--- config.mk ---
export PLATFORM = sky130hd
export DESIGN_NAME = wb_interconnect
export DESIGN_NICKNAME = d
export VERILOG_FILES = /design/src/wb_ic_pkg.sv /design/src/wb_req_if.sv /design/src/wb_addr_decode.sv /design/src/wb_interconnect.sv /design/src/wb_master_mux.sv /design/src/wb_rr_arbiter.sv /design/src/wb_slave_demux.sv /design/src/wb_stage.sv
export SDC_FILE = /design/constraint.sdc
export NUM_CORES = 1
export LEC_CHECK = 0
export ABC_AREA = 1
export BUFFER_PORTS_ARGS = -buffer_cell sky130_fd_sc_hd__buf_2
export CORE_AREA = 2 2 231 233
export DETAILED_ROUTE_END_ITERATION = 7
export DIE_AREA = 0 0 233 235
export PLACE_DENSITY = 0.41
export SLEW_MARGIN = 15
export SYNTH_ARGS = -nofsm -noshare
export SYNTH_HDL_FRONTEND = slang
export SYNTH_SLANG_ARGS = --single-unit
--- constraint.sdc ---
create_clock -name clk_i -period 11.65 [get_ports clk_i]
set_clock_uncertainty 0.1 [all_clocks]
set_input_delay 2.33 -clock clk_i [delete_from_list [all_inputs] [get_ports clk_i]]
set_output_delay 2.33 -clock clk_i [all_outputs]
set_load 0.05 [all_outputs]
--- src/wb_ic_pkg.sv ---
// bus widths, target and arbiter enums, memory map tags, remap window size
package wb_ic_pkg;

  // ------------------------------
  // bus widths
  localparam int DATA_W   = 32;
  localparam int ADR_W    = 32;
  localparam int SEL_W    = 4;
  localparam int N_MST    = 3;
  // uart register window
  localparam int S1_ADR_W = 8;
  // 8 KB sram, four 2 KB banks
  localparam int S2_ADR_W = 13;
  localparam int REMAP_W  = 4;

  // ------------------------------
  // memory map tags
  // flash lives anywhere below 0x1000_0000, checked on the top nibble
  localparam logic [3:0]  MEM_TAG  = 4'h0;
  // spi controller registers, served by the flash target
  localparam logic [15:0] REG_TAG  = 16'h1000;
  localparam logic [15:0] UART_TAG = 16'h1001;
  localparam logic [15:0] SRAM_TAG = 16'h1003;
  // boot remap window 2 KB
  localparam int REMAP_SHIFT = 11;

  // target id carried with each request
  typedef enum logic [1:0] {
    TGT_MEM  = 2'd0,
    TGT_UART = 2'd1,
    TGT_SRAM = 2'd2,
    TGT_NONE = 2'd3
  } target_e;

  // current bus owner
  typedef enum logic [1:0] {
    OWN_M0 = 2'd0,
    OWN_M1 = 2'd1,
    OWN_M2 = 2'd2
  } arb_state_e;

endpackage

--- src/wb_req_if.sv ---
// interface: one wishbone request plus its response, master and slave modports
`timescale 1ns/1ps

interface wb_req_if #(
  parameter int DW = wb_ic_pkg::DATA_W,
  parameter int AW = wb_ic_pkg::ADR_W,
  parameter int SW = wb_ic_pkg::SEL_W
);
  import wb_ic_pkg::*;

  // request side
  logic [DW-1:0] dat;
  logic [AW-1:0] adr;
  logic [SW-1:0] sel;
  logic          we;
  logic          cyc;
  logic          stb;
  target_e       tid;

  // response side
  logic [DW-1:0] rdat;
  logic          ack;
  logic          err;

  modport mst (
    output dat, adr, sel, we, cyc, stb, tid,
    input  rdat, ack, err
  );

  modport slv (
    input  dat, adr, sel, we, cyc, stb, tid,
    output rdat, ack, err
  );

endinterface

--- src/wb_addr_decode.sv ---
// module: per-master address decode with optional boot remap to sram
`timescale 1ns/1ps

module wb_addr_decode #(
  parameter bit REMAP_EN = 1'b0,
  parameter int AW       = wb_ic_pkg::ADR_W,
  parameter int RW       = wb_ic_pkg::REMAP_W
) (
  input  logic [AW-1:0]      adr_i,
  input  logic [RW-1:0]      remap_i,
  output wb_ic_pkg::target_e tid_o
);
  import wb_ic_pkg::*;

  logic remap_hit;

  // window w covers w*2KB .. w*2KB+2KB-1, only when its remap bit is set
  always_comb begin
    remap_hit = 1'b0;
    for (int w = 0; w < RW; w++) begin
      if (remap_i[w] && (adr_i[AW-1:REMAP_SHIFT] == (AW-REMAP_SHIFT)'(w))) begin
        remap_hit = 1'b1;
      end
    end
  end

  // remap wins over the normal map
  always_comb begin
    if (REMAP_EN && remap_hit) begin
      tid_o = TGT_SRAM;
    end else if (adr_i[AW-1 -: 4] == MEM_TAG) begin
      tid_o = TGT_MEM;
    end else if (adr_i[AW-1 -: 16] == REG_TAG) begin
      // register block sits behind the flash controller
      tid_o = TGT_MEM;
    end else if (adr_i[AW-1 -: 16] == UART_TAG) begin
      tid_o = TGT_UART;
    end else if (adr_i[AW-1 -: 16] == SRAM_TAG) begin
      tid_o = TGT_SRAM;
    end else begin
      // unmapped, staging stage answers with err
      tid_o = TGT_NONE;
    end
  end

endmodule

--- src/wb_interconnect.sv ---
// module: top level wishbone interconnect, three masters to three targets
`timescale 1ns/1ps

module wb_interconnect #(
  parameter int DW    = wb_ic_pkg::DATA_W,
  parameter int AW    = wb_ic_pkg::ADR_W,
  parameter int SW    = wb_ic_pkg::SEL_W,
  parameter int NM    = wb_ic_pkg::N_MST,
  parameter int RW    = wb_ic_pkg::REMAP_W,
  parameter int S1_AW = wb_ic_pkg::S1_ADR_W,
  parameter int S2_AW = wb_ic_pkg::S2_ADR_W
) (
  input  logic             clk_i,
  input  logic             rst_n_i,
  // bit n sends 0x800*n .. +2KB to sram for m1 and m2
  input  logic [RW-1:0]    boot_remap_i,
  // m0 external host
  input  logic [DW-1:0]    m0_dat_i,
  input  logic [AW-1:0]    m0_adr_i,
  input  logic [SW-1:0]    m0_sel_i,
  input  logic             m0_we_i,
  input  logic             m0_cyc_i,
  input  logic             m0_stb_i,
  output logic [DW-1:0]    m0_dat_o,
  output logic             m0_ack_o,
  output logic             m0_err_o,
  // m1 instruction port
  input  logic [DW-1:0]    m1_dat_i,
  input  logic [AW-1:0]    m1_adr_i,
  input  logic [SW-1:0]    m1_sel_i,
  input  logic             m1_we_i,
  input  logic             m1_cyc_i,
  input  logic             m1_stb_i,
  output logic [DW-1:0]    m1_dat_o,
  output logic             m1_ack_o,
  output logic             m1_err_o,
  // m2 data port
  input  logic [DW-1:0]    m2_dat_i,
  input  logic [AW-1:0]    m2_adr_i,
  input  logic [SW-1:0]    m2_sel_i,
  input  logic             m2_we_i,
  input  logic             m2_cyc_i,
  input  logic             m2_stb_i,
  output logic [DW-1:0]    m2_dat_o,
  output logic             m2_ack_o,
  output logic             m2_err_o,
  // s0 spi flash and registers
  output logic [DW-1:0]    s0_dat_o,
  output logic [AW-1:0]    s0_adr_o,
  output logic [SW-1:0]    s0_sel_o,
  output logic             s0_we_o,
  output logic             s0_cyc_o,
  output logic             s0_stb_o,
  input  logic [DW-1:0]    s0_dat_i,
  input  logic             s0_ack_i,
  // s1 uart
  output logic [DW-1:0]    s1_dat_o,
  output logic [S1_AW-1:0] s1_adr_o,
  output logic [SW-1:0]    s1_sel_o,
  output logic             s1_we_o,
  output logic             s1_cyc_o,
  output logic             s1_stb_o,
  input  logic [DW-1:0]    s1_dat_i,
  input  logic             s1_ack_i,
  // s2 sram
  output logic [DW-1:0]    s2_dat_o,
  output logic [S2_AW-1:0] s2_adr_o,
  output logic [SW-1:0]    s2_sel_o,
  output logic             s2_we_o,
  output logic             s2_cyc_o,
  output logic             s2_stb_o,
  input  logic [DW-1:0]    s2_dat_i,
  input  logic             s2_ack_i
);
  import wb_ic_pkg::*;

  // master side gathered into arrays, index = master number
  logic [NM-1:0][DW-1:0] mst_dat;
  logic [NM-1:0][AW-1:0] mst_adr;
  logic [NM-1:0][SW-1:0] mst_sel;
  logic [NM-1:0]         mst_we;
  logic [NM-1:0]         mst_cyc;
  logic [NM-1:0]         mst_stb;
  target_e [NM-1:0]      mst_tid;
  logic [NM-1:0][DW-1:0] mst_rdat;
  logic [NM-1:0]         mst_ack;
  logic [NM-1:0]         mst_err;
  logic [NM-1:0]         arb_req;
  arb_state_e            gnt;
  logic                  stage_busy;

  wb_req_if #(.DW(DW), .AW(AW), .SW(SW)) m_bus ();
  wb_req_if #(.DW(DW), .AW(AW), .SW(SW)) s_bus ();

  assign mst_dat = {m2_dat_i, m1_dat_i, m0_dat_i};
  assign mst_adr = {m2_adr_i, m1_adr_i, m0_adr_i};
  assign mst_sel = {m2_sel_i, m1_sel_i, m0_sel_i};
  assign mst_we  = {m2_we_i, m1_we_i, m0_we_i};
  assign mst_cyc = {m2_cyc_i, m1_cyc_i, m0_cyc_i};
  assign mst_stb = {m2_stb_i, m1_stb_i, m0_stb_i};

  assign m0_dat_o = mst_rdat[0];
  assign m0_ack_o = mst_ack[0];
  assign m0_err_o = mst_err[0];
  assign m1_dat_o = mst_rdat[1];
  assign m1_ack_o = mst_ack[1];
  assign m1_err_o = mst_err[1];
  assign m2_dat_o = mst_rdat[2];
  assign m2_ack_o = mst_ack[2];
  assign m2_err_o = mst_err[2];

  // ------------------------------
  // decode, host m0 ignores boot remap
  for (genvar k = 0; k < NM; k++) begin : g_dec
    wb_addr_decode #(.REMAP_EN(k != 0), .AW(AW), .RW(RW)) u_dec (
      .adr_i   (mst_adr[k]),
      .remap_i (boot_remap_i),
      .tid_o   (mst_tid[k])
    );
  end

  // drop a request in its own ack or err cycle, stb is still up there
  assign arb_req = mst_stb & ~mst_ack & ~mst_err;

  wb_rr_arbiter #(.NM(NM)) u_arb (
    .clk_i   (clk_i),
    .rst_n_i (rst_n_i),
    .req_i   (arb_req),
    .busy_i  (stage_busy),
    .gnt_o   (gnt)
  );

  wb_master_mux #(.NM(NM), .DW(DW), .AW(AW), .SW(SW)) u_mux (
    .dat_i  (mst_dat),
    .adr_i  (mst_adr),
    .sel_i  (mst_sel),
    .we_i   (mst_we),
    .cyc_i  (mst_cyc),
    .stb_i  (mst_stb),
    .tid_i  (mst_tid),
    .gnt_i  (gnt),
    .bus    (m_bus),
    .rdat_o (mst_rdat),
    .ack_o  (mst_ack),
    .err_o  (mst_err)
  );

  wb_stage #(.DW(DW), .AW(AW), .SW(SW)) u_stage (
    .clk_i   (clk_i),
    .rst_n_i (rst_n_i),
    .m       (m_bus),
    .s       (s_bus),
    .busy_o  (stage_busy)
  );

  wb_slave_demux #(.DW(DW), .AW(AW), .SW(SW), .S1_AW(S1_AW), .S2_AW(S2_AW)) u_demux (
    .bus      (s_bus),
    .s0_dat_o (s0_dat_o),
    .s0_adr_o (s0_adr_o),
    .s0_sel_o (s0_sel_o),
    .s0_we_o  (s0_we_o),
    .s0_cyc_o (s0_cyc_o),
    .s0_stb_o (s0_stb_o),
    .s0_dat_i (s0_dat_i),
    .s0_ack_i (s0_ack_i),
    .s1_dat_o (s1_dat_o),
    .s1_adr_o (s1_adr_o),
    .s1_sel_o (s1_sel_o),
    .s1_we_o  (s1_we_o),
    .s1_cyc_o (s1_cyc_o),
    .s1_stb_o (s1_stb_o),
    .s1_dat_i (s1_dat_i),
    .s1_ack_i (s1_ack_i),
    .s2_dat_o (s2_dat_o),
    .s2_adr_o (s2_adr_o),
    .s2_sel_o (s2_sel_o),
    .s2_we_o  (s2_we_o),
    .s2_cyc_o (s2_cyc_o),
    .s2_stb_o (s2_stb_o),
    .s2_dat_i (s2_dat_i),
    .s2_ack_i (s2_ack_i)
  );

  // stage plus demux keep the slave strobes one-hot
  a_one_slave: assert property (@(posedge clk_i) disable iff (!rst_n_i)
    $onehot0({s0_stb_o, s1_stb_o, s2_stb_o}))
    else $error("more than one slave strobed");

  // a master only gets a response while it is asking
  a_resp_owner: assert property (@(posedge clk_i) disable iff (!rst_n_i)
    ((mst_ack | mst_err) & ~mst_stb) == '0)
    else $error("response to an idle master");

endmodule

--- src/wb_master_mux.sv ---
// module: granted master request select and response return to the owner
`timescale 1ns/1ps

module wb_master_mux #(
  parameter int NM = wb_ic_pkg::N_MST,
  parameter int DW = wb_ic_pkg::DATA_W,
  parameter int AW = wb_ic_pkg::ADR_W,
  parameter int SW = wb_ic_pkg::SEL_W
) (
  input  logic [NM-1:0][DW-1:0]       dat_i,
  input  logic [NM-1:0][AW-1:0]       adr_i,
  input  logic [NM-1:0][SW-1:0]       sel_i,
  input  logic [NM-1:0]               we_i,
  input  logic [NM-1:0]               cyc_i,
  input  logic [NM-1:0]               stb_i,
  input  wb_ic_pkg::target_e [NM-1:0] tid_i,
  input  wb_ic_pkg::arb_state_e       gnt_i,
  wb_req_if.mst                       bus,
  output logic [NM-1:0][DW-1:0]       rdat_o,
  output logic [NM-1:0]               ack_o,
  output logic [NM-1:0]               err_o
);
  import wb_ic_pkg::*;

  // request from the owner, word aligned
  assign bus.dat = dat_i[gnt_i];
  assign bus.adr = {adr_i[gnt_i][AW-1:2], 2'b00};
  assign bus.sel = sel_i[gnt_i];
  assign bus.we  = we_i[gnt_i];
  assign bus.cyc = cyc_i[gnt_i];
  assign bus.stb = stb_i[gnt_i];
  assign bus.tid = tid_i[gnt_i];

  // response goes to the owner only, others read zero
  always_comb begin
    for (int k = 0; k < NM; k++) begin
      if (int'(gnt_i) == k) begin
        rdat_o[k] = bus.rdat;
        ack_o[k]  = bus.ack;
        err_o[k]  = bus.err;
      end else begin
        rdat_o[k] = '0;
        ack_o[k]  = 1'b0;
        err_o[k]  = 1'b0;
      end
    end
  end

endmodule

--- src/wb_rr_arbiter.sv ---
// module: round-robin bus owner FSM for the shared request path
`timescale 1ns/1ps

module wb_rr_arbiter #(
  parameter int NM = wb_ic_pkg::N_MST
) (
  input  logic                  clk_i,
  input  logic                  rst_n_i,
  input  logic [NM-1:0]         req_i,
  input  logic                  busy_i,
  output wb_ic_pkg::arb_state_e gnt_o
);
  import wb_ic_pkg::*;

  arb_state_e state_q;
  arb_state_e state_d;

  // ------------------------------
  // next owner
  // hold while the stage works or the owner still requests
  always_comb begin
    state_d = state_q;
    if (!busy_i && !req_i[state_q]) begin
      case (state_q)
        OWN_M0: begin
          if (req_i[1]) begin
            state_d = OWN_M1;
          end else if (req_i[2]) begin
            state_d = OWN_M2;
          end
        end
        OWN_M1: begin
          if (req_i[2]) begin
            state_d = OWN_M2;
          end else if (req_i[0]) begin
            state_d = OWN_M0;
          end
        end
        OWN_M2: begin
          if (req_i[0]) begin
            state_d = OWN_M0;
          end else if (req_i[1]) begin
            state_d = OWN_M1;
          end
        end
        default: state_d = OWN_M0;
      endcase
    end
  end

  always_ff @(posedge clk_i) begin
    if (!rst_n_i) begin
      state_q <= OWN_M0;
    end else begin
      state_q <= state_d;
    end
  end

  assign gnt_o = state_q;

  // owner must stay put while a transfer is in flight in the stage
  a_gnt_hold: assert property (@(posedge clk_i) disable iff (!rst_n_i)
    busy_i |=> $stable(gnt_o))
    else $error("grant moved while stage busy");

endmodule

--- src/wb_slave_demux.sv ---
// module: staged request steering to one slave and slave response select
`timescale 1ns/1ps

module wb_slave_demux #(
  parameter int DW    = wb_ic_pkg::DATA_W,
  parameter int AW    = wb_ic_pkg::ADR_W,
  parameter int SW    = wb_ic_pkg::SEL_W,
  parameter int S1_AW = wb_ic_pkg::S1_ADR_W,
  parameter int S2_AW = wb_ic_pkg::S2_ADR_W
) (
  wb_req_if.slv         bus,
  // s0 flash and spi registers
  output logic [DW-1:0]    s0_dat_o,
  output logic [AW-1:0]    s0_adr_o,
  output logic [SW-1:0]    s0_sel_o,
  output logic             s0_we_o,
  output logic             s0_cyc_o,
  output logic             s0_stb_o,
  input  logic [DW-1:0]    s0_dat_i,
  input  logic             s0_ack_i,
  // s1 uart
  output logic [DW-1:0]    s1_dat_o,
  output logic [S1_AW-1:0] s1_adr_o,
  output logic [SW-1:0]    s1_sel_o,
  output logic             s1_we_o,
  output logic             s1_cyc_o,
  output logic             s1_stb_o,
  input  logic [DW-1:0]    s1_dat_i,
  input  logic             s1_ack_i,
  // s2 sram
  output logic [DW-1:0]    s2_dat_o,
  output logic [S2_AW-1:0] s2_adr_o,
  output logic [SW-1:0]    s2_sel_o,
  output logic             s2_we_o,
  output logic             s2_cyc_o,
  output logic             s2_stb_o,
  input  logic [DW-1:0]    s2_dat_i,
  input  logic             s2_ack_i
);
  import wb_ic_pkg::*;

  // ------------------------------
  // request steering
  // data, sel and we are shared, stb and cyc qualify them
  assign s0_dat_o = bus.dat;
  assign s0_adr_o = bus.adr;
  assign s0_sel_o = bus.sel;
  assign s0_we_o  = bus.we;
  assign s0_cyc_o = bus.cyc && (bus.tid == TGT_MEM);
  assign s0_stb_o = bus.stb && (bus.tid == TGT_MEM);

  // uart sees its 8 bit register offset
  assign s1_dat_o = bus.dat;
  assign s1_adr_o = bus.adr[S1_AW-1:0];
  assign s1_sel_o = bus.sel;
  assign s1_we_o  = bus.we;
  assign s1_cyc_o = bus.cyc && (bus.tid == TGT_UART);
  assign s1_stb_o = bus.stb && (bus.tid == TGT_UART);

  // sram sees 13 bits, remapped boot windows land in its low 8 KB
  assign s2_dat_o = bus.dat;
  assign s2_adr_o = bus.adr[S2_AW-1:0];
  assign s2_sel_o = bus.sel;
  assign s2_we_o  = bus.we;
  assign s2_cyc_o = bus.cyc && (bus.tid == TGT_SRAM);
  assign s2_stb_o = bus.stb && (bus.tid == TGT_SRAM);

  // ------------------------------
  // response select, ack only counts from a strobed slave
  always_comb begin
    case (bus.tid)
      TGT_MEM: begin
        bus.rdat = s0_dat_i;
        bus.ack  = s0_ack_i && bus.stb;
      end
      TGT_UART: begin
        bus.rdat = s1_dat_i;
        bus.ack  = s1_ack_i && bus.stb;
      end
      TGT_SRAM: begin
        bus.rdat = s2_dat_i;
        bus.ack  = s2_ack_i && bus.stb;
      end
      default: begin
        bus.rdat = '0;
        bus.ack  = 1'b0;
      end
    endcase
  end

  // targets have no error line
  assign bus.err = 1'b0;

endmodule

--- src/wb_stage.sv ---
// module: staging registers between master and slave side, unmapped err reply
`timescale 1ns/1ps

module wb_stage #(
  parameter int DW = wb_ic_pkg::DATA_W,
  parameter int AW = wb_ic_pkg::ADR_W,
  parameter int SW = wb_ic_pkg::SEL_W
) (
  input  logic  clk_i,
  input  logic  rst_n_i,
  wb_req_if.slv m,
  wb_req_if.mst s,
  output logic  busy_o
);
  import wb_ic_pkg::*;

  // captured request
  logic [DW-1:0] dat_q;
  logic [AW-1:0] adr_q;
  logic [SW-1:0] sel_q;
  logic          we_q;
  target_e       tid_q;
  // control
  logic          s_stb_q;
  logic          ack_q;
  logic          err_q;
  logic [DW-1:0] rdat_q;
  logic          idle_w;
  logic          cap_w;

  // no capture in the response cycle, the master still holds stb there
  assign idle_w = !s_stb_q && !ack_q && !err_q;
  assign cap_w  = idle_w && m.stb && m.cyc;

  // ------------------------------
  // control path
  always_ff @(posedge clk_i) begin
    if (!rst_n_i) begin
      s_stb_q <= 1'b0;
      ack_q   <= 1'b0;
      err_q   <= 1'b0;
    end else begin
      // response strobes are single cycle
      ack_q <= 1'b0;
      err_q <= 1'b0;
      if (cap_w) begin
        // unmapped target never reaches a slave
        s_stb_q <= (m.tid != TGT_NONE);
        err_q   <= (m.tid == TGT_NONE);
      end else if (s_stb_q && (s.ack || s.err)) begin
        s_stb_q <= 1'b0;
        ack_q   <= s.ack && !s.err;
        err_q   <= s.err;
      end
    end
  end

  // payload path
  always_ff @(posedge clk_i) begin
    if (cap_w) begin
      dat_q <= m.dat;
      adr_q <= m.adr;
      sel_q <= m.sel;
      we_q  <= m.we;
      tid_q <= m.tid;
    end
    if (s_stb_q && s.ack) begin
      rdat_q <= s.rdat;
    end
  end

  // slave side
  assign s.dat = dat_q;
  assign s.adr = adr_q;
  assign s.sel = sel_q;
  assign s.we  = we_q;
  assign s.tid = tid_q;
  assign s.stb = s_stb_q;
  assign s.cyc = s_stb_q;

  // master side
  assign m.rdat = rdat_q;
  assign m.ack  = ack_q;
  assign m.err  = err_q;

  // low in the response cycle so the arbiter can rotate there
  assign busy_o = s_stb_q;

  // a strobed slave always carries a mapped target id
  a_none_err: assert property (@(posedge clk_i) disable iff (!rst_n_i)
    s.stb |-> (s.tid != TGT_NONE))
    else $error("unmapped request reached a slave");

  // one response per transfer, ack or err, one cycle wide
  a_resp_pulse: assert property (@(posedge clk_i) disable iff (!rst_n_i)
    (m.ack || m.err) |-> !(m.ack && m.err) ##1 !(m.ack || m.err))
    else $error("bad response pulse on master side");

endmodule
==> results of run 1 <==
logic make-up (layout without fill, tap and decap cells):
group / after synthesis / count (layout)
fa+ha+maj: 4 / 4
other cells: 1 / 8
flops: 106 / 106
compound gates: 28 / 28
buf+inv: 260 / 713
simple gates: 626 / 626
registers in the layout (all words and copies together), names as in the netlist:
register	count
u_stage.m.rdat	32
u_stage.s.dat	32
u_stage.s.adr	30
u_stage.s.sel	4
u_arb.gnt_o	2
u_stage.s.tid	2
u_stage.busy_o	1
u_stage.m.ack	1
u_stage.m.err	1
u_stage.s.we	1
cell type report:
cell class | count | area (µm²) | share of cell area (%)
flip-flops and latches | 106 | 3130 | 29.9
clock inverters | 5 | 56.3 | 0.537
diodes | 2 | 5.00 | 0.0477
clock buffers | 10 | 229 | 2.18
well taps | 688 | 861 | 8.21
repair buffers | 585 | 2970 | 28.3
inverters | 113 | 425 | 4.06
multi-input cells | 664 | 2810 | 26.8
cell usage after synthesis, drive strengths merged:
cell type / n
nand4: 4
dfxtp: 5
nand3: 111
edfxtp: 101
nand3b: 1
inv: 113
a22o: 1
buf: 111
o21ai: 4
nand2: 360
a21oi: 5
o22ai: 3
conb: 1
o211ai: 9
o221ai: 6
ha: 4
clkbuf: 36
nor2: 147
nor3: 3
report_power, final:
| group | leakage [nW] | total [mW] | internal [mW] | switching [mW] |
|---|---|---|---|---|
| combinational | 4.46 | 2.11 | 0.405 | 1.70 |
| sequential | 0.976 | 0.670 | 0.606 | 0.0644 |
| clock | 0.138 | 0.322 | 0.165 | 0.156 |
| total | 5.58 | 3.10 | 1.18 | 1.92 |
worst max-delay path, cell delays in order, from the launching register on:
cell	delay (ns)
dfxtp_1	0.42
nor2_4	0.13
buf_4	0.64
inv_2	0.61
nor2_1	0.24
buf_2	0.29
layer usage:
layer,vias to the layer above,global-route usage [%]
li1,4006,-
met1,3677,12.9
met2,414,22.9
met3,33,2.65
met4,0,4.21
met5,-,0
worst paths after layout:
path | startpoint | end | slack [ns] | cells after the start
worst min-delay path | u_arb.gnt_o[0] | u_arb.gnt_o[0] | 0.52 | 2
worst min register to register | u_arb.gnt_o[0] | u_arb.gnt_o[0] | 0.52 | 2
worst max-delay path | u_arb.gnt_o[1] | m0_dat_o[12] | 6.42 | 5
worst max register to register | u_arb.gnt_o[1] | u_stage.s.dat[7] | 7.25 | 7
metrics by stage:
step | hold slack [ns] | std cells | utilization (%)
finish | 0.524 | 2173 | 20.1
global route | 0.556 | 2172 | 20.1
CTS | 0.525 | 2170 | 20.0
detailed placement | 0.516 | 2155 | 19.5
global placement | 0.506 | 2155 | 19.5
floorplan | 0.423 | 1030 | -
==> impl_metrics.toml, run 1 <==
[sta]
max_freq_ghz = 0.191
setup_viol = 0
finalCritPeriodShare_pct = 44.9
fin_crit_ns = 5.23
rsz0062_at_grt = "false"
slew_headroom_pct = 25.4
drv_slew = 0
worstMarginPinSlew_ns = 1.11
worst_slack_ns = 6.42
setup_tns_ns = 0
hold_viol_final = 0

[route]
drt_iter0_markers = 280
viasPerCell = 3.74
drt-met1-wl_mm = 13.5
met3_length_mm = 2.45
wl_per_cell_um = 15.8
via_count = 8130
drc = 0
route.met2.wl_mm = 17.8
top_layer = "met4"
wirelength_mm = 34.4
antenna_left = 0
dr.pass1.iters = 5

[synthesis]
synth_simple_gate_area_share_pct = 34.7
synth_warnings = 0
synth_area_mm2 = 0.00726
ys_types = 27
synth_top_family_by_area = "simple AND/OR/NAND/NOR gates"
ys_seq_elements = 106
synth_area_leader_cell = "edfxtp_1"
ys_seq_area_share_pct = 43.1
synthAdderAreaFrac_pct = 0.689
synth_top_area_share_pct = 41.8
syn_avg_cell_area_um2 = 7.09
synth_mux_area_share_pct = 0
synth_cells = 1025
yosys.area_share.xor_xnor_pct = 0
synthTopCellsByArea = "edfxtp_1 42%, nand2_1 19%, buf_4 10%"
synth_compound_area_share_pct = 2.74

[placement]
numPortBuffers = 577
gp_congestion = 0.780
place_ws_ns = 6.63
place_area_mm2 = 0.0102
place_hpwl_mm = 27.6

[clocking]
h-tree-depth = 3
numCtsBuffers = 9
clk_pin_slew_ns = 0.07
cts_root_buffer = "clkbuf_16"
clock_latency_ns = 0.38
tritoncts = "done"
clockBufferDepth = 2
ctsHoldBuffers = 0
cts.sinks = 106
cts_setup_buffers = 0
ctsResizeCount = 0

[layout]
fill_cells = 5946
area_delta_synth_final_pct = 44.4
design_area_mm2 = 0.0105
final_common_cell = "buf_2"
finalNetCount = 1801
drive_gt1_share_pct = 41.1
final_cell_mix = "577 x buf_2, 358 x nand2_1, 146 x nor2_1"

[floorplan]
die_w_um = 233
pin_count = 590
die-area_mm2 = 0.0548
die_h_um = 235
initial_core_util_pct = 13.9
core-area_mm2 = 0.0522
core.rowCount = 84

[global_route]
antenna_found_initial = 6
grt_pass1_wl_mm = 48.1
overflow = 0
track_usage_pct = 12.0
grt_start_max_net_pins = 64
first_global_vias = 7998

[worst_setup_path]
critical_path.max_fanout = 63
end_kind = "output pin"
required_ns = 9.22
worst_ep_arrival_time_ns = 2.80
crit_path_start_kind = "register"
path_class = "reg -> out"

[pwr]
ir_drop_mv = 0.122
p_leak_nw = 5.58
p_total_mw = 3.10
p_per_area_mw_per_mm2 = 295

[run]
maxCapViolCount = 0

[worst_hold_path]
worstHoldPathType = "reg -> reg"

[run_status]
outcome = "finished clean"
Note: power is estimated with default switching activity, not from simulation.
==> run 2: changes to the inputs <==
PLACE_DENSITY = 0.42   (was 0.41)
clock period = 4.3 ns   (was 11.65 ns; I/O delays follow)
==> impl_metrics.toml, run 2 (synthesis gave the netlist of run 1 again) <==
[layout]
area_delta_synth_final_pct = 45.7
drive_gt1_share_pct = 41.5
finalNetCount = 1810
seqCellArea_mm2 = 0.00313
fin_util_pct = 20.3
final_common_cell = "buf_2"
multi_input_area_mm2 = 0.00281
fill_cells = 5957
final_cell_mix = "577 x buf_2, 358 x nand2_1, 146 x nor2_1"

[floorplan]
pin_count = 590
die-area_mm2 = 0.0548
core.rowCount = 84
core-area_mm2 = 0.0522
die_w_um = 233
initial_core_util_pct = 13.9
die_h_um = 235

[worst_setup_path]
r2r_cells = 6
end_kind = "output pin"
critical_path.max_fanout = 31
reg2reg_to = "u_stage.s.adr[2]"
reg2reg_from = "u_arb.gnt_o[1]"
crit_path_start_kind = "register"
worst_ep_arrival_time_ns = 2.26
path_class = "reg -> out"
ff2ff_setup_slack_ns = 1.37
required_ns = 3.34

[sta]
finalCritPeriodShare_pct = 74.8
drv_slew = 0
hold_viol_final = 0
setup_viol = 0
rsz0062_at_grt = "false"
max_freq_ghz = 0.311
worstMarginPinSlew_ns = 1.02
fin_crit_ns = 3.22
slew_headroom_pct = 31.7
setup_tns_ns = 0

[pwr]
p_int_mw = 3.25
switchingPower_mw = 5.28
p_comb_share_pct = 68.0
p_leak_nw = 5.63
seq_power_share_pct = 21.5
clock_power_share_pct = 10.5
p_total_mw = 8.53
switching_share_pct = 61.9
p_per_area_mw_per_mm2 = 806
ir_drop_mv = 0.519

[clocking]
cts_root_buffer = "clkbuf_16"
h-tree-depth = 3
clockBufferDepth = 2
ctsHoldBuffers = 0
cts_setup_buffers = 0
numCtsBuffers = 9
tritoncts = "done"
clk_pin_slew_ns = 0.08
ctsResizeCount = 0
cts.sinks = 106
clock_latency_ns = 0.38

[route]
wirelength_mm = 34.9
drc = 0
viasPerCell = 3.74
drt_iter0_markers = 297
wl_per_cell_um = 16.0
dr.pass1.iters = 4
via_count = 8158
antenna_left = 0

[placement]
gp_congestion = 0.813
numPortBuffers = 577
place_hpwl_mm = 28.2

[global_route]
grt_start_max_net_pins = 64
first_global_vias = 7912
overflow = 0
track_usage_pct = 12.2
grt_pass1_wl_mm = 48.7
antenna_found_initial = 5

[worst_hold_path]
worstHoldPathType = "reg -> reg"
hold_depth = 2
min_to = "u_arb.gnt_o[0]"
hold_start = "u_arb.gnt_o[0]"

[run_status]
outcome = "finished clean"

[run]
maxCapViolCount = 0
[run 2: cell count changes in the layout (fill, tap and decap cells not counted)]
cell / change
buf_12: +1
buf_4: +8
clkbuf_1: +1
clkinv_2: -3
clkinv_4: +1
inv_2: +1
inv_6: +1
[run 2: how the worst max path moves through the flow]
stage              startpoint          endpoint  slack, ns
2_1_floorplan        m1_stb_i    u_stage.busy_o       0.87
3_3_place_gp   u_arb.gnt_o[1]  u_stage.s.adr[2]       1.28
3_5_place_dp   u_arb.gnt_o[1]  u_stage.s.adr[2]       1.21
4_1_cts        u_arb.gnt_o[1]      m1_dat_o[24]       0.99
5_1_grt        u_arb.gnt_o[1]      m1_dat_o[19]       0.87
6_report       u_arb.gnt_o[1]      m1_dat_o[24]       1.08
[run 2: area by class of cell]
cell class | count | area share (%)
Sequential cell | 106 | 29.6
Timing Repair Buffer | 594 | 28.8
Multi-Input combinational cell | 664 | 26.6
Tap cell | 688 | 8.14
Inverter | 113 | 4.01
Clock buffer | 11 | 2.20
Clock inverter | 5 | 0.603
Antenna cell | 2 | 0.0473
[run 2: metal layers]
metal | up-vias | track usage, % | wire length [µm] | share of wire, %
met5 | - | 0 | 0 | 0
met4 | 0 | 4.94 | 871 | 2.5
met3 | 31 | 2.72 | 2570 | 7.4
met2 | 404 | 22.2 | 17500 | 50
met1 | 3695 | 13.8 | 13900 | 40
li1 | 4028 | - | - | -
[run 2: critical path: stages, from the launching register on]
cell and delay, ns:
dfxtp_1 0.55, inv_1 0.10, nand2_2 0.42, buf_4 0.47, nor2_1 0.08, buf_2 0.23
[run 2: power by group through the flow]
stage,Sequential [mW],Combinational [mW],Clock [mW]
floorplan,2.52,3.85,0
global placement,1.86,5.88,0
detailed placement,1.87,5.86,0
CTS,1.85,5.90,0.953
global route,1.87,6.19,0.975
finish,1.83,5.80,0.892
[run 2: metrics by stage]
stage / cell area, µm² / hold WS (ns) / cells / setup slack, ns
detailed placement: 10300 / 0.508 / 2164 / 1.21
global placement: 10300 / 0.513 / 2164 / 1.28
CTS: 10500 / 0.518 / 2180 / 0.987
global route: 10600 / 0.562 / 2183 / 0.866
floorplan: 7290 / 0.445 / 1030 / 0.867
finish: 10600 / 0.516 / 2183 / 1.08
==> run 3: changes to the inputs <==
ABC_AREA = 0   (was 1)
CORE_AREA = 2 2 230 232   (was 2 2 231 233)
DIE_AREA = 0 0 232 234   (was 0 0 233 235)
PLACE_DENSITY = 0.41   (was 0.42)
clock period = 3.1 ns   (was 4.3 ns; I/O delays follow)
==> impl_metrics.toml, run 3 <==
[run_status]
outcome = "finished clean"

[floorplan]
core-area_mm2 = 0.0520
core.rowCount = 84
initial_core_util_pct = 13.6
pin_count = 590
die_h_um = 234
die_w_um = 232
die-area_mm2 = 0.0543

[sta]
setup_tns_ns = 0
setup_viol = 0
finalCritPeriodShare_pct = 91.3
fin_crit_ns = 2.83
rsz0062_at_grt = "false"
hold_viol_final = 0
max_freq_ghz = 0.353
worstMarginPinSlew_ns = 0.696
drv_slew = 0
slew_headroom_pct = 53.2

[worst_setup_path]
slowest_delay_ns = 0.52
worst_ep_arrival_time_ns = 2.11
reg2reg_to = "u_stage.s.dat[1]"
crit_path_cell_trace = "and2b_4 -> buf_4 -> and2_1 -> buf_2"
critical_path.max_fanout = 30
cp_slowest_cell = "dfxtp_4"
required_ns = 2.38
cp_num_cells = 4
crit_end = "m2_dat_o[29]"
crit_start = "u_arb.gnt_o[1]"
end_kind = "output pin"
r2r_cells = 4
ff2ff_setup_slack_ns = 0.67
crit_path_start_kind = "register"
cp_top_family = "simple AND/OR/NAND/NOR gates"
path_class = "reg -> out"
critical_path_buf_inv_count = 2
reg2reg_from = "u_arb.gnt_o[1]"

[layout]
finalNetCount = 1491
seqCellArea_mm2 = 0.00314
drive_gt1_share_pct = 52.7
fill_cells = 5848
final_cell_mix = "576 x buf_2, 107 x and2_1, 101 x edfxtp_1"
multi_input_area_mm2 = 0.00300
area_delta_synth_final_pct = 46.6
final_common_cell = "buf_2"
final_cells = 1863

[run]
maxCapViolCount = 0

[clocking]
cts.sinks = 106
cts_root_buffer = "clkbuf_16"
clk_pin_slew_ns = 0.08
h-tree-depth = 3
tritoncts = "done"
clock_latency_ns = 0.38
clockBufferDepth = 2
cts_setup_buffers = 0
numCtsBuffers = 9
ctsResizeCount = 0
ctsHoldBuffers = 0

[synthesis]
ys_seq_elements = 106
synth_area_mm2 = 0.00707
ys_seq_area_share_pct = 44.3
yosysMostFrequentCell = "and2_1"
syn_avg_cell_area_um2 = 9.94
ys_async_sr_fraction_pct = 0
synth_warnings = 0
synth_area_leader_cell = "edfxtp_1"
ys_top_cells_by_count = "107 x and2_1, 103 x buf_4, 101 x edfxtp_1, 72 x nand2_1"
synth_cells = 711
synthFlopType = "edfxtp_1"
synth_top_area_share_pct = 42.9
ys_types = 47
synth_enable_flop_cells = 101
synthTopCellsByArea = "edfxtp_1 43%, buf_4 11%, mux2i_1 10%"

[route]
dr.pass1.iters = 6
wl_per_cell_um = 16.5
via_count = 7027
viasPerCell = 3.77
wirelength_mm = 30.8
drc = 0
drt_iter0_markers = 366
antenna_left = 0

[pwr]
p_total_mw = 11.3
p_per_area_mw_per_mm2 = 1090
p_leak_nw = 4.58
ir_drop_mv = 0.568

[placement]
gp_congestion = 0.796
place_hpwl_mm = 24.5
dp.cells = 1846
numPortBuffers = 577

[global_route]
first_global_vias = 6689
grt_pass1_wl_mm = 42.1
overflow = 0
grt_start_max_net_pins = 72
antenna_found_initial = 3
track_usage_pct = 10.6

[worst_hold_path]
worstHoldPathType = "in -> reg"
==> run 3: cell families (layout without fill, tap and decap cells) <==
| kind of cell | count (synthesis) | in the layout | synth area share [%] |
|---|---|---|---|
| buffers and inverters | 156 | 614 | 13.9 |
| adder cells (fa/ha/maj) | 4 | 4 | 0.708 |
| multiplexers | 73 | 73 | 10.7 |
| AND/OR/NAND/NOR | 249 | 249 | 18.2 |
| XOR/XNOR | 3 | 3 | 0.372 |
| flip-flops | 106 | 106 | 44.3 |
| other | 1 | 7 | 0.0530 |
| AO/OA/AOI/OAI | 119 | 119 | 11.8 |
==> run 3: per-stage QoR <==
stage                     utilization [%]  setup slack, ns  instance area (µm²)  hold WS (ns)
final                                19.9            0.269                10400         0.410
after global routing                 19.9            0.116                10400         0.401
after CTS                            19.9            0.188                10400         0.369
after detailed placement             19.4            0.408                10100         0.451
after global placement               19.4            0.454                10100         0.446
after floorplan                         -           -0.652                 7110         0.632
==> run 3: worst min path at each step <==
| stage | startpoint | cells after the start | endpoint |
|---|---|---|---|
| 6_report | m2_dat_i[19] | 3 | u_stage.s.dat[19] |
| 3_3_place_gp | u_arb.gnt_o[0] | 2 | u_arb.gnt_o[0] |
| 5_1_grt | m2_dat_i[25] | 3 | u_stage.s.dat[25] |
| 2_1_floorplan | u_stage.busy_o | 4 | u_arb.gnt_o[1] |
| 3_5_place_dp | u_arb.gnt_o[0] | 2 | u_arb.gnt_o[0] |
| 4_1_cts | m2_sel_i[0] | 3 | u_stage.s.sel[0] |
==> run 3: routing by layer <==
layer,track usage (%),vias to the layer above,part of all wire (%)
met5,0,-,0
met4,4.61,0,3.0
met3,2.77,44,7.7
met2,18.7,381,50
met1,12.1,3245,39
li1,-,3357,-
==> run 3: power by group <==
part	switching (mW)	total, mW	internal, mW
Clock	0.593	1.14	0.552
Combinational	5.90	7.61	1.71
Sequential	0.301	2.54	2.24
Total	6.79	11.3	4.50
==> run 3: cell type report <==
| cell class | instances | share of cell area, % |
|---|---|---|
| inverters | 6 | 0.217 |
| clock buffers | 11 | 2.25 |
| flip-flops and latches | 106 | 30.3 |
| multi-input cells | 454 | 28.9 |
| diodes | 1 | 0.0242 |
| well taps | 688 | 8.31 |
| repair buffers | 592 | 29.6 |
| clock inverters | 5 | 0.362 |
==> run 3: worst reg2reg max path, stage by stage, from the launching register on <==
cell and delay [ns]:
dfxtp_4 0.52, and2b_4 0.48, a2bb2oi_2 0.16, nor4_4 0.31, buf_12 0.33
